$ cat config.mk
export PLATFORM = sky130hd
export DESIGN_NAME = axil_slave_port
export DESIGN_NICKNAME = d
export VERILOG_FILES = /design/src/include/board_config.svh /design/src/source/soc_bus_pkg.sv /design/src/source/axil_slave_port.sv
export SDC_FILE = /design/constraint.sdc
export NUM_CORES = 1
export LEC_CHECK = 0
export BUFFER_PORTS_ARGS = -buffer_cell sky130_fd_sc_hd__buf_2
export CAP_MARGIN = 20
export CORE_MARGIN = 1
export CORE_UTILIZATION = 42
export CTS_BUF_LIST = sky130_fd_sc_hd__clkbuf_4 sky130_fd_sc_hd__clkbuf_8 sky130_fd_sc_hd__clkbuf_16
export DETAILED_ROUTE_END_ITERATION = 8
export PLACE_DENSITY = 0.79
export SLEW_MARGIN = 5
export SYNTH_ARGS = -nofsm -noshare
export SYNTH_HDL_FRONTEND = slang
export SYNTH_SLANG_ARGS = --single-unit
$ cat constraint.sdc
create_clock -name cpu_clk -period 4.3 [get_ports cpu_clk]
set_input_delay 0.215 -clock cpu_clk [delete_from_list [all_inputs] [get_ports cpu_clk]]
set_output_delay 0.215 -clock cpu_clk [all_outputs]
set_load 0.02 [all_outputs]
$ cat src/include/board_config.svh
/*
 * Board address map, platform ID values, boot RAM depth,
 * heartbeat reload count and reset release hold count
 */
`ifndef BOARD_CONFIG_SVH
`define BOARD_CONFIG_SVH

// ====================
// Address map
// ====================
`define BRD_RAM_BASE        32'h0000_0000
`define BRD_RAM_WORDS       256
`define BRD_PIO_BASE        32'h0001_0000
`define BRD_PIO_SPAN        32

// Platform ID registers
`define BRD_SOC_ID          32'h5C10_0A01
`define BRD_BLD_ID          32'h0000_0107
`define BRD_CORE_CLK_FREQ   32'd50_000_000

// Short heartbeat period for simulation
`define BRD_HEARTBEAT_TICKS 50
`define BRD_RST_HOLD_CYCLES 16

`endif
$ cat src/source/soc_bus_pkg.sv
/*
 * AXI4-Lite channel structs, internal bus request and
 * response structs, AXI response codes
 */
`default_nettype none

package soc_bus_pkg;

    localparam logic [1:0] resp_okay   = 2'b00;
    localparam logic [1:0] resp_slverr = 2'b10;

    // ====================
    // AXI4-Lite
    // ====================
    typedef struct packed {
        logic        awvalid;
        logic [31:0] awaddr;
        logic        wvalid;
        logic [31:0] wdata;
        logic [3:0]  wstrb;
        logic        bready;
        logic        arvalid;
        logic [31:0] araddr;
        logic        rready;
    } axil_req_t;

    typedef struct packed {
        logic        awready;
        logic        wready;
        logic        bvalid;
        logic [1:0]  bresp;
        logic        arready;
        logic        rvalid;
        logic [31:0] rdata;
        logic [1:0]  rresp;
    } axil_rsp_t;

    // Internal single-transaction bus
    typedef struct packed {
        logic        valid;
        logic        write;
        logic [31:0] addr;
        logic [31:0] wdata;
        logic [3:0]  strb;
    } bus_req_t;

    typedef struct packed {
        logic        ack;
        logic        err;
        logic [31:0] rdata;
    } bus_rsp_t;

endpackage

`default_nettype wire

$ cat src/source/axil_slave_port.sv
/*
 * AXI4-Lite slave port, one transaction at a time,
 * converted into a single internal bus request
 */
`timescale 1ns/1ns
`default_nettype none

module axil_slave_port import soc_bus_pkg::*; (
    input  logic      cpu_clk,
    input  logic      soc_rst_n_i,
    input  axil_req_t axil_req_i,
    output axil_rsp_t axil_rsp_o,
    output bus_req_t  bus_req_o,
    input  bus_rsp_t  bus_rsp_i
);

    typedef enum logic [1:0] {
        st_idle,
        st_issue,
        st_wait,
        st_respond
    } port_state_t;

    port_state_t state_q;
    logic        is_write_q;
    logic [31:0] addr_q;
    logic [31:0] wdata_q;
    logic [3:0]  strb_q;
    logic [1:0]  resp_q;
    logic [31:0] rdata_q;
    logic        wr_pending;
    logic        rsp_taken;

    assign wr_pending = axil_req_i.awvalid & axil_req_i.wvalid;
    assign rsp_taken  = is_write_q ? axil_req_i.bready : axil_req_i.rready;

    // ====================
    // FSM
    // ====================
    always_ff @(posedge cpu_clk or negedge soc_rst_n_i) begin
        if (!soc_rst_n_i) begin
            state_q    <= st_idle;
            is_write_q <= 1'b0;
        end else begin
            case (state_q)
                st_idle: begin
                    // Write wins when both are pending
                    if (wr_pending) begin
                        is_write_q <= 1'b1;
                        state_q    <= st_issue;
                    end else if (axil_req_i.arvalid) begin
                        is_write_q <= 1'b0;
                        state_q    <= st_issue;
                    end
                end
                st_issue:   state_q <= st_wait;
                st_wait:    if (bus_rsp_i.ack) state_q <= st_respond;
                st_respond: if (rsp_taken) state_q <= st_idle;
                default:    state_q <= st_idle;
            endcase
        end
    end

    // Request capture while idle, response capture on ack
    always_ff @(posedge cpu_clk) begin
        if (state_q == st_idle) begin
            addr_q  <= wr_pending ? axil_req_i.awaddr : axil_req_i.araddr;
            wdata_q <= wr_pending ? axil_req_i.wdata : '0;
            strb_q  <= wr_pending ? axil_req_i.wstrb : '0;
        end
        if (state_q == st_wait && bus_rsp_i.ack) begin
            resp_q  <= bus_rsp_i.err ? resp_slverr : resp_okay;
            rdata_q <= bus_rsp_i.rdata;
        end
    end

    // Handshake accepted in the issue cycle, same cycle as the bus request
    always_comb begin
        axil_rsp_o.awready = (state_q == st_issue) & is_write_q;
        axil_rsp_o.wready  = (state_q == st_issue) & is_write_q;
        axil_rsp_o.arready = (state_q == st_issue) & ~is_write_q;
        axil_rsp_o.bvalid  = (state_q == st_respond) & is_write_q;
        axil_rsp_o.bresp   = resp_q;
        axil_rsp_o.rvalid  = (state_q == st_respond) & ~is_write_q;
        axil_rsp_o.rresp   = resp_q;
        axil_rsp_o.rdata   = rdata_q;
    end

    always_comb begin
        bus_req_o.valid = (state_q == st_issue);
        bus_req_o.write = is_write_q;
        bus_req_o.addr  = addr_q;
        bus_req_o.wdata = wdata_q;
        bus_req_o.strb  = strb_q;
    end

endmodule

`default_nettype wire

[Word-level counts from Yosys, hierarchy flattened]
Cells that the tools add are included.
Word-level totals
  bits in registers: 105
  bits of input ports: 141
  output and inout port bits: 111
  logic and storage cells: 34
Cells by class
  eq/ne operators: 6
  multiplexer cells: 10
  bitwise gates (word level): 6
  reductions and logical operators: 5
Operators by type and width (number)
  32-bit 2-to-1 mux: 1
  2-bit 2-to-1 mux: 5
  2-bit one-hot mux with 4 select lines: 1
  1-bit AND: 5
  2-bit == test (second input constant): 2
  2-bit != test (second input constant): 2
  1-bit 2-to-1 mux: 3
  3-bit != test (second input constant): 1
  3-bit AND reduction: 1
  2-bit by 1-bit == test with 1-bit output (second input constant): 1
  2-bit logical NOT: 1
  2-bit AND reduction: 1
  2-bit nonzero test: 1
  1-bit logical AND: 1
  1-bit NOT: 1

[Longest topological paths before layout]
Gate-level depths: netlist of run 1.
  depth in word-level cells: 3
  depth in mapped cells: 5

[Worst setup path before layout of run 1]
Ideal clock, no wire load.
  path kind: register to register
  from: register state_q[0]
  to: register state_q[1]
  library setup time: 0.125 ns
  arrival time: 3.000 ns
  data required time: 4.175 ns
  setup slack: 1.175 ns
  cell stages (with the launch flop): 6
  path buffers: 0
  path through: dfrtp_1 -> inv_1 -> ha_1 -> a32oi_1 -> o221ai_2 -> mux2_4
On the way
  word-level cells in the longest chain between the ends: 3
RTL lines
  from (decl): line axil_slave_port.sv:24  | port_state_t state_q;
  from (signal assigned): line axil_slave_port.sv:42  | state_q <= st_idle;
  from (signal assigned): line axil_slave_port.sv:50  | state_q <= st_issue;
  from (signal assigned): line axil_slave_port.sv:53  | state_q <= st_issue;
  2-bit == test or 2-bit logical NOT (tied branches): line axil_slave_port.sv:45  | case (state_q)
  2-bit != test (no line) or 3-bit != test (tied branches)
  3-bit AND reduction (no line)
Parallel ways exist; a longest one is shown, timed or not.
A chain may end at the register's enable or synchronous reset.

[Final worst setup path of run 1]
Ends and elaborated chain as after synthesis.

==> results_dict.tcl, run 1 <==
set metrics [dict create \
    post-route-cell-area_sq_um 5560 \
    via_per_inst 4.73 \
    avgSynthCellArea_sq_um 18.6 \
    mappedNetlistArea_sq_um 3950 \
    cts.htree.levels 3 \
    cts-buffers-inserted 9 \
    wl_um 9410 \
    floorplan.core_area_sq_um 9200 \
    numPlacedInstances 558 \
    setup_viol 0 \
    cellPowerDensity_nw_per_um2 594 \
    yosys.cell_types.count 20 \
    first_global_vias 2729 \
    placement.cell_area_sq_um 5280 \
    p_int_uw 2160 \
    ioPinCount 252 \
    dieHeight_um 99.0 \
    clk_path_buf_depth 2 \
    fillers 747 \
    final-hold-violation-count 0 \
    synth.yosys.seq_area_share 0.786 \
    holdCritPathClass "input pin to register" \
    final.setup.tns_ns 0 \
    synth_top_cell_by_area "sky130_fd_sc_hd__edfxtp_1" \
    synthToLayoutAreaGrowth_pct 40.7 \
    ys.warnings.count 0 \
    grt_max_degree 73 \
    p_sw_frac 0.347 \
    worstPathMaxFanout 72 \
    clk_latency_ns 0.36 \
    regToRegStartpoint "state_q[0]" \
    port_buffers 249 \
    r2r_slack_ns 2.12 \
    remaining_global_route_overflow 0 \
    worst_clock_skew_ns 0.0144 \
    post_synthesis_sequential_element_count 104 \
    num_rows 35 \
    slew_violations 0 \
    critPathLaunchType "register" \
    startpoint "state_q[0]" \
    tightestPinTransition_ns 0.939 \
    net-switching-power_uw 1140 \
    clock.fmax_mhz 459 \
    path_class "register to register" \
    headroom_to_the_max_slew_limit 0.374 \
    post_cts_setup_buffer_count 0 \
    critical_path_required_ns 4.54 \
    route.detailed.wl_per_inst_um 16.3 \
    cts_resized 0 \
    post_route_cells_drive_above_1_share 0.645 \
    worst_hold_slack_ns 0.0215 \
    die_area_sq_um 9810 \
    max_cap_viol_count 0 \
    power.clock.fraction 0.210 \
    synthArstFlopShare 0.0288 \
    routabilityCongestion 0.776 \
    remaining_drc_errors 0 \
    hpwlAfterDp_um 7080 \
    tritoncts "yes" \
    drt-initial-drc-count 48 \
    post-route-util 0.605 \
    clock_sink_count 104 \
    power.sequential.fraction 0.474 \
    vias 2741 \
    leakage_uw 0.00256 \
    grt_util_all_layers 0.189 \
    number_of_antenna_violations_at_the_first_check_in_global_routing 0 \
    finalCritPeriodShare 0.507 \
    arrival_ns 2.42 \
    dominantRegCellSynth "sky130_fd_sc_hd__edfxtp_1" \
    grt_pass1_wl_um 13800 \
    yosys.cell_count.top_type "sky130_fd_sc_hd__edfxtp_1" \
    post_synthesis_cells 212 \
    combinationalPowerShare 0.315 \
    drt_pre_antenna_iters 4 \
    nNetsFinal 608 \
    critPathCaptureType "register" \
    rsz0062_at_grt "false" \
    number_of_enable_flip_flop_cells_after_synthesis 101 \
    ys_top_cells_by_area "sky130_fd_sc_hd__edfxtp_1 (77%), sky130_fd_sc_hd__mux2_2 (9.1%), sky130_fd_sc_hd__and3_1 (5.7%), sky130_fd_sc_hd__dfrtp_1 (1.9%), sky130_fd_sc_hd__ha_1 (1.3%)" \
    max-vdd-ir-drop_uv 342 \
    cts_hold_repair.buffers 1 \
    synth.top_cell.area_share 0.767 \
    rr_worst_depth 5 \
    clk_pin_slew_worst_paths_ns 0.11 \
    die_w_um 99.0 \
    root_buffer "sky130_fd_sc_hd__clkbuf_8" \
    capturing_instance_or_port_of_the_critical_path "state_q[1]" \
    drtAntennaViolNets 0 \
    post_layout_nonfiller_instances 579 \
    num_antenna_cells 0 \
    holdPathStages 1 \
    synth.cells.most_frequent "sky130_fd_sc_hd__edfxtp_1 (101), sky130_fd_sc_hd__and3_1 (36), sky130_fd_sc_hd__mux2_2 (32)" \
    floorplan.initialDensity 0.430 \
    post-route-min-period_ns 2.18 \
    outcome "completed" \
    crit_reg_reg_endpoint "state_q[1]" \
]
==> cell type report <==
cell class                 instances  area (sq um)  share of cell area
clock inverter                     7           108              0.0193
clock buffer                       9           124              0.0223
multi-input combinational         87           757               0.136
sequential                       104          3110               0.559
inverter                           6          22.5             0.00405
tap                              111           139              0.0250
timing repair buffer             255          1300               0.234
==> worst min path at each step <==
stage,from,end
2_1_floorplan,soc_rst_n_i,is_write_q
3_3_place_gp,soc_rst_n_i,is_write_q
3_5_place_dp,soc_rst_n_i,is_write_q
4_1_cts,bus_rsp_i[21],rdata_q[21]
5_1_grt,bus_rsp_i[4],rdata_q[4]
6_report,bus_rsp_i[21],rdata_q[21]
==> cell usage in the layout, fill, tap and decap left out, types with 2 or more instances in the layout <==
master,instances
sky130_fd_sc_hd__inv_1,6
sky130_fd_sc_hd__ha_1,3
sky130_fd_sc_hd__buf_2,249
sky130_fd_sc_hd__dfrtp_1,3
sky130_fd_sc_hd__mux2_2,32
sky130_fd_sc_hd__and3_1,36
sky130_fd_sc_hd__edfxtp_1,101
sky130_fd_sc_hd__inv_6,2
sky130_fd_sc_hd__nor2b_1,2
sky130_fd_sc_hd__nand2_1,2
sky130_fd_sc_hd__dlygate4sd3_1,5
sky130_fd_sc_hd__bufinv_16,2
sky130_fd_sc_hd__inv_8,2
sky130_fd_sc_hd__conb_1,2
sky130_fd_sc_hd__clkbuf_8,9
sky130_fd_sc_hd__and2_1,2
==> registers in the layout, summed over array words and instances, names as in the netlist <==
name / flops
addr_q: 32
rdata_q: 32
wdata_q: 32
strb_q: 4
state_q: 2
is_write_q: 1
resp_q: 1
==> routing by layer <==
layer / part of all wire / global-route usage / wire, um / vias up
met5: 0 / 0 / 0 / -
met3: 0.072 / 0.0482 / 676 / 10
li1: - / - / - / 1301
met2: 0.55 / 0.351 / 5190 / 134
met4: 0.011 / 0.0677 / 108 / 0
met1: 0.37 / 0.208 / 3440 / 1296
==> power groups by stage <==
stage               logic (uW)  registers, uW  clock network, uW
finish                    1040           1570                695
global route              1110           1600                738
CTS                       1050           1570                708
detailed placement        1050           1590                  0
global placement          1020           1590                  0
floorplan                  304           1940                  0
==> critical path: stages (launching register included) <==
cell and delay, ns:
sky130_fd_sc_hd__dfrtp_1 0.41, sky130_fd_sc_hd__inv_1 0.14, sky130_fd_sc_hd__ha_4 0.79, sky130_fd_sc_hd__a32oi_1 0.24, sky130_fd_sc_hd__o221ai_2 0.15, sky130_fd_sc_hd__mux2_4 0.32
==> kinds of logic after synthesis <==
logic type      Yosys count  share of synthesized area
flops                   104                      0.786
simple gates             44                     0.0677
mux                      34                     0.0975
buf+inv                  22                     0.0266
fa+ha+maj                 4                     0.0127
compound gates            3                    0.00854
other cells               1                   0.000948
==> stage by stage <==
step,worst slack (ns),total power [uW]
finish,2.12,3300
global route,1.96,3450
CTS,2.08,3330
detailed placement,2.06,2640
global placement,2.13,2610
floorplan,1.17,2250
Note: power is estimated with default switching activity, not from simulation.
==> run 2: changes to the inputs <==
--- a/config.mk
+++ b/config.mk
@@ -5,13 +5,14 @@
 export SDC_FILE = /design/constraint.sdc
 export NUM_CORES = 1
 export LEC_CHECK = 0
+export ABC_AREA = 1
 export BUFFER_PORTS_ARGS = -buffer_cell sky130_fd_sc_hd__buf_2
 export CAP_MARGIN = 20
 export CORE_MARGIN = 1
-export CORE_UTILIZATION = 42
+export CORE_UTILIZATION = 43
 export CTS_BUF_LIST = sky130_fd_sc_hd__clkbuf_4 sky130_fd_sc_hd__clkbuf_8 sky130_fd_sc_hd__clkbuf_16
 export DETAILED_ROUTE_END_ITERATION = 8
-export PLACE_DENSITY = 0.79
+export PLACE_DENSITY = 0.8
 export SLEW_MARGIN = 5
 export SYNTH_ARGS = -nofsm -noshare
 export SYNTH_HDL_FRONTEND = slang
==> constraint.sdc (replaced) <==
create_clock -name cpu_clk -period 2.1 [get_ports cpu_clk]
set_input_delay 0.105 -clock cpu_clk [delete_from_list [all_inputs] [get_ports cpu_clk]]
set_output_delay 0.105 -clock cpu_clk [all_outputs]
set_load 0.02 [all_outputs]
==> run 2 against run 1 <==
Clock-buffer cell count is the same. Clock skew rose by 0.011 ns. Via count increased by 12%. Clock power is 84% higher. Cell count is 17% higher. Highest routed layer unchanged. Combinational power up 130%. Power grew 110%. Synthesized cell count grew 21%. Fmax rose by 38%. Final area up 9.2%.
==> results_dict.tcl, run 2 <==
set metrics [dict create \
    outcome "completed" \
    clock.fmax_mhz 632 \
    headroom_to_the_max_slew_limit 0.577 \
    final-hold-violation-count 0 \
    clk_pin_slew_worst_paths_ns 0.11 \
    floorplan.initialDensity 0.445 \
    final.setup.tns_ns 0 \
    max-vdd-ir-drop_uv 551 \
    worst_setup_slack_before_clock_tree_synthesis_ns 0.499 \
    ioPinCount 252 \
    die_area_sq_um 10000 \
    totalPowerFinal_uw 6980 \
    grt_max_degree 40 \
    synth.yosys.seq_area_share 0.752 \
    arrival_ns 1.64 \
    die_w_um 100 \
    synth.cells.most_frequent "sky130_fd_sc_hd__edfxtp_1 (101), sky130_fd_sc_hd__inv_1 (47), sky130_fd_sc_hd__nor2_1 (38)" \
    worst_slack_ns 0.518 \
    dieHeight_um 100 \
    ys_top_cells_by_area "sky130_fd_sc_hd__edfxtp_1 (73%), sky130_fd_sc_hd__mux2_4 (11%), sky130_fd_sc_hd__inv_1 (4.3%), sky130_fd_sc_hd__nor2_1 (3.4%), sky130_fd_sc_hd__dfrtp_1 (1.8%)" \
    num_rows 35 \
    finalCritPeriodShare 0.753 \
    yosys.cell_count.top_type "sky130_fd_sc_hd__edfxtp_1" \
    avgSynthCellArea_sq_um 16.1 \
    grt_most_used_layer "met2" \
    worstPathMaxFanout 27 \
    clk_latency_ns 0.37 \
    holdCritPathClass "input pin to register" \
    drt-initial-drc-count 98 \
    synthToLayoutAreaGrowth_pct 46.8 \
    tritoncts "yes" \
    r2r_slack_ns 0.52 \
    wl_um 11000 \
    port_buffers 249 \
    mostFrequentLayoutCells "sky130_fd_sc_hd__buf_2 (249), sky130_fd_sc_hd__edfxtp_1 (101), sky130_fd_sc_hd__inv_1 (47)" \
    post-route-min-period_ns 1.58 \
    grt_util_all_layers 0.219 \
    via_per_inst 4.51 \
    ys.warnings.count 0 \
    yosys.cell_types.count 17 \
    routabilityCongestion 0.827 \
    synthArstFlopShare 0.0288 \
    cellPowerDensity_nw_per_um2 1150 \
    first_global_vias 3074 \
    synth.top_cell.area_share 0.733 \
    nNetsFinal 690 \
    rsz0062_at_grt "false" \
    slew_violations 0 \
    layout_commonest_cell "sky130_fd_sc_hd__buf_2" \
    leakage_uw 0.00296 \
    placement.cell_area_sq_um 5520 \
    dominantRegCellSynth "sky130_fd_sc_hd__edfxtp_1" \
    holdPathStages 3 \
    post-route-cell-area_sq_um 6070 \
    min_delay_worst_endpoint "wdata_q[18]" \
    drt_pre_antenna_iters 4 \
    cts_resized 0 \
    remaining_global_route_overflow 0 \
    root_buffer "sky130_fd_sc_hd__clkbuf_8" \
    critPathCaptureType "register" \
    remaining_drc_errors 0 \
    numPlacedInstances 629 \
    cts-buffers-inserted 9 \
    post_cts_setup_buffer_count 0 \
    regToRegStartpoint "state_q[0]" \
    post_synthesis_cells 257 \
    holdCritStartpoint "axil_req_i[57]" \
    floorplan.core_area_sq_um 9280 \
    num_antenna_cells 0 \
    vias 3059 \
    setup_viol 0 \
    reg_top3 "addr_q (32), rdata_q (32), wdata_q (32)" \
    worst_clock_skew_ns 0.0255 \
    critical_path_required_ns 2.16 \
    path_class "register to register" \
    hpwlAfterDp_um 7280 \
    clock_sink_count 104 \
    post_route_cells_drive_above_1_share 0.555 \
    rr_worst_depth 3 \
    post_synthesis_sequential_element_count 104 \
    drtAntennaViolNets 0 \
    post_layout_nonfiller_instances 679 \
    clk_path_buf_depth 2 \
    grt_util_met1 0.222 \
    synth_top_cell_by_area "sky130_fd_sc_hd__edfxtp_1" \
    grt_pass1_wl_um 15900 \
    critPathLaunchType "register" \
    crit_reg_reg_endpoint "wdata_q[17]" \
    mappedNetlistArea_sq_um 4140 \
    tightestPinTransition_ns 0.634 \
    met2_usage 0.421 \
    route.detailed.wl_per_inst_um 16.2 \
    cts.htree.levels 3 \
    met3_usage 0.0515 \
    number_of_antenna_violations_at_the_first_check_in_global_routing 0 \
    fillers 707 \
    number_of_enable_flip_flop_cells_after_synthesis 101 \
    max_cap_viol_count 0 \
]
## run 2: what timing repair did
action | CTS | global route
hold buffers | 34 | 0
endpoints found under the hold margin | 36 | 0
setup endpoints to repair | 0 | 0
## run 2: per-layer routing
metal / part of all wire / vias up
met5: 0 / -
met4: 0.033 / 0
met3: 0.083 / 20
met2: 0.54 / 199
met1: 0.35 / 1401
li1: - / 1439
## run 2: logic make-up (layout without fill, tap and decap cells)
family	count (synthesis)	count (layout)	share of synthesized area
compound gates	2	2	0.00242
fa+ha+maj	4	4	0.0121
buf+inv	59	351	0.0654
flops	104	104	0.752
mux	32	32	0.114
other cells	1	2	0.000907
simple gates	55	55	0.0533
## run 2: worst max-delay path by stage
| stage | start | cells past startpoint | end | slack, ns |
|---|---|---|---|---|
| after floorplan | state_q[0] | 6 | state_q[0] | 0.09 |
| after global placement | state_q[0] | 5 | rdata_q[17] | 0.58 |
| after detailed placement | state_q[0] | 3 | strb_q[0] | 0.50 |
| after CTS | state_q[0] | 3 | wdata_q[5] | 0.48 |
| after global routing | state_q[0] | 3 | wdata_q[12] | 0.41 |
| final | state_q[0] | 3 | wdata_q[17] | 0.52 |
## run 2: critical path, cell delays in order (launching register included)
cell and delay [ns]:
sky130_fd_sc_hd__dfrtp_1 0.43, sky130_fd_sc_hd__inv_1 0.13, sky130_fd_sc_hd__ha_4 0.39, sky130_fd_sc_hd__buf_4 0.33
## run 2: layout make-up
class	instances	area, sq um	area share
timing repair buffer	288	1640	0.270
sequential	104	3110	0.512
clock inverter	7	86.3	0.0142
clock buffer	9	124	0.0204
inverter	47	176	0.0291
tap	129	161	0.0266
multi-input combinational	95	778	0.128
## run 2: metrics by stage
stage / utilization / hold WS [ns]
final: 0.654 / 0.0303
after global routing: 0.654 / 0.0171
after CTS: 0.654 / 0.0109
after detailed placement: 0.595 / -0.0931
after global placement: 0.595 / -0.0963
after floorplan: - / -0.191
## run 2: power breakdown
group,total (uW),leakage (uW),switching [uW],internal (uW)
Clock,1280,0.000105,797,481
Combinational,2420,0.00186,1630,789
Sequential,3290,0.000997,207,3080
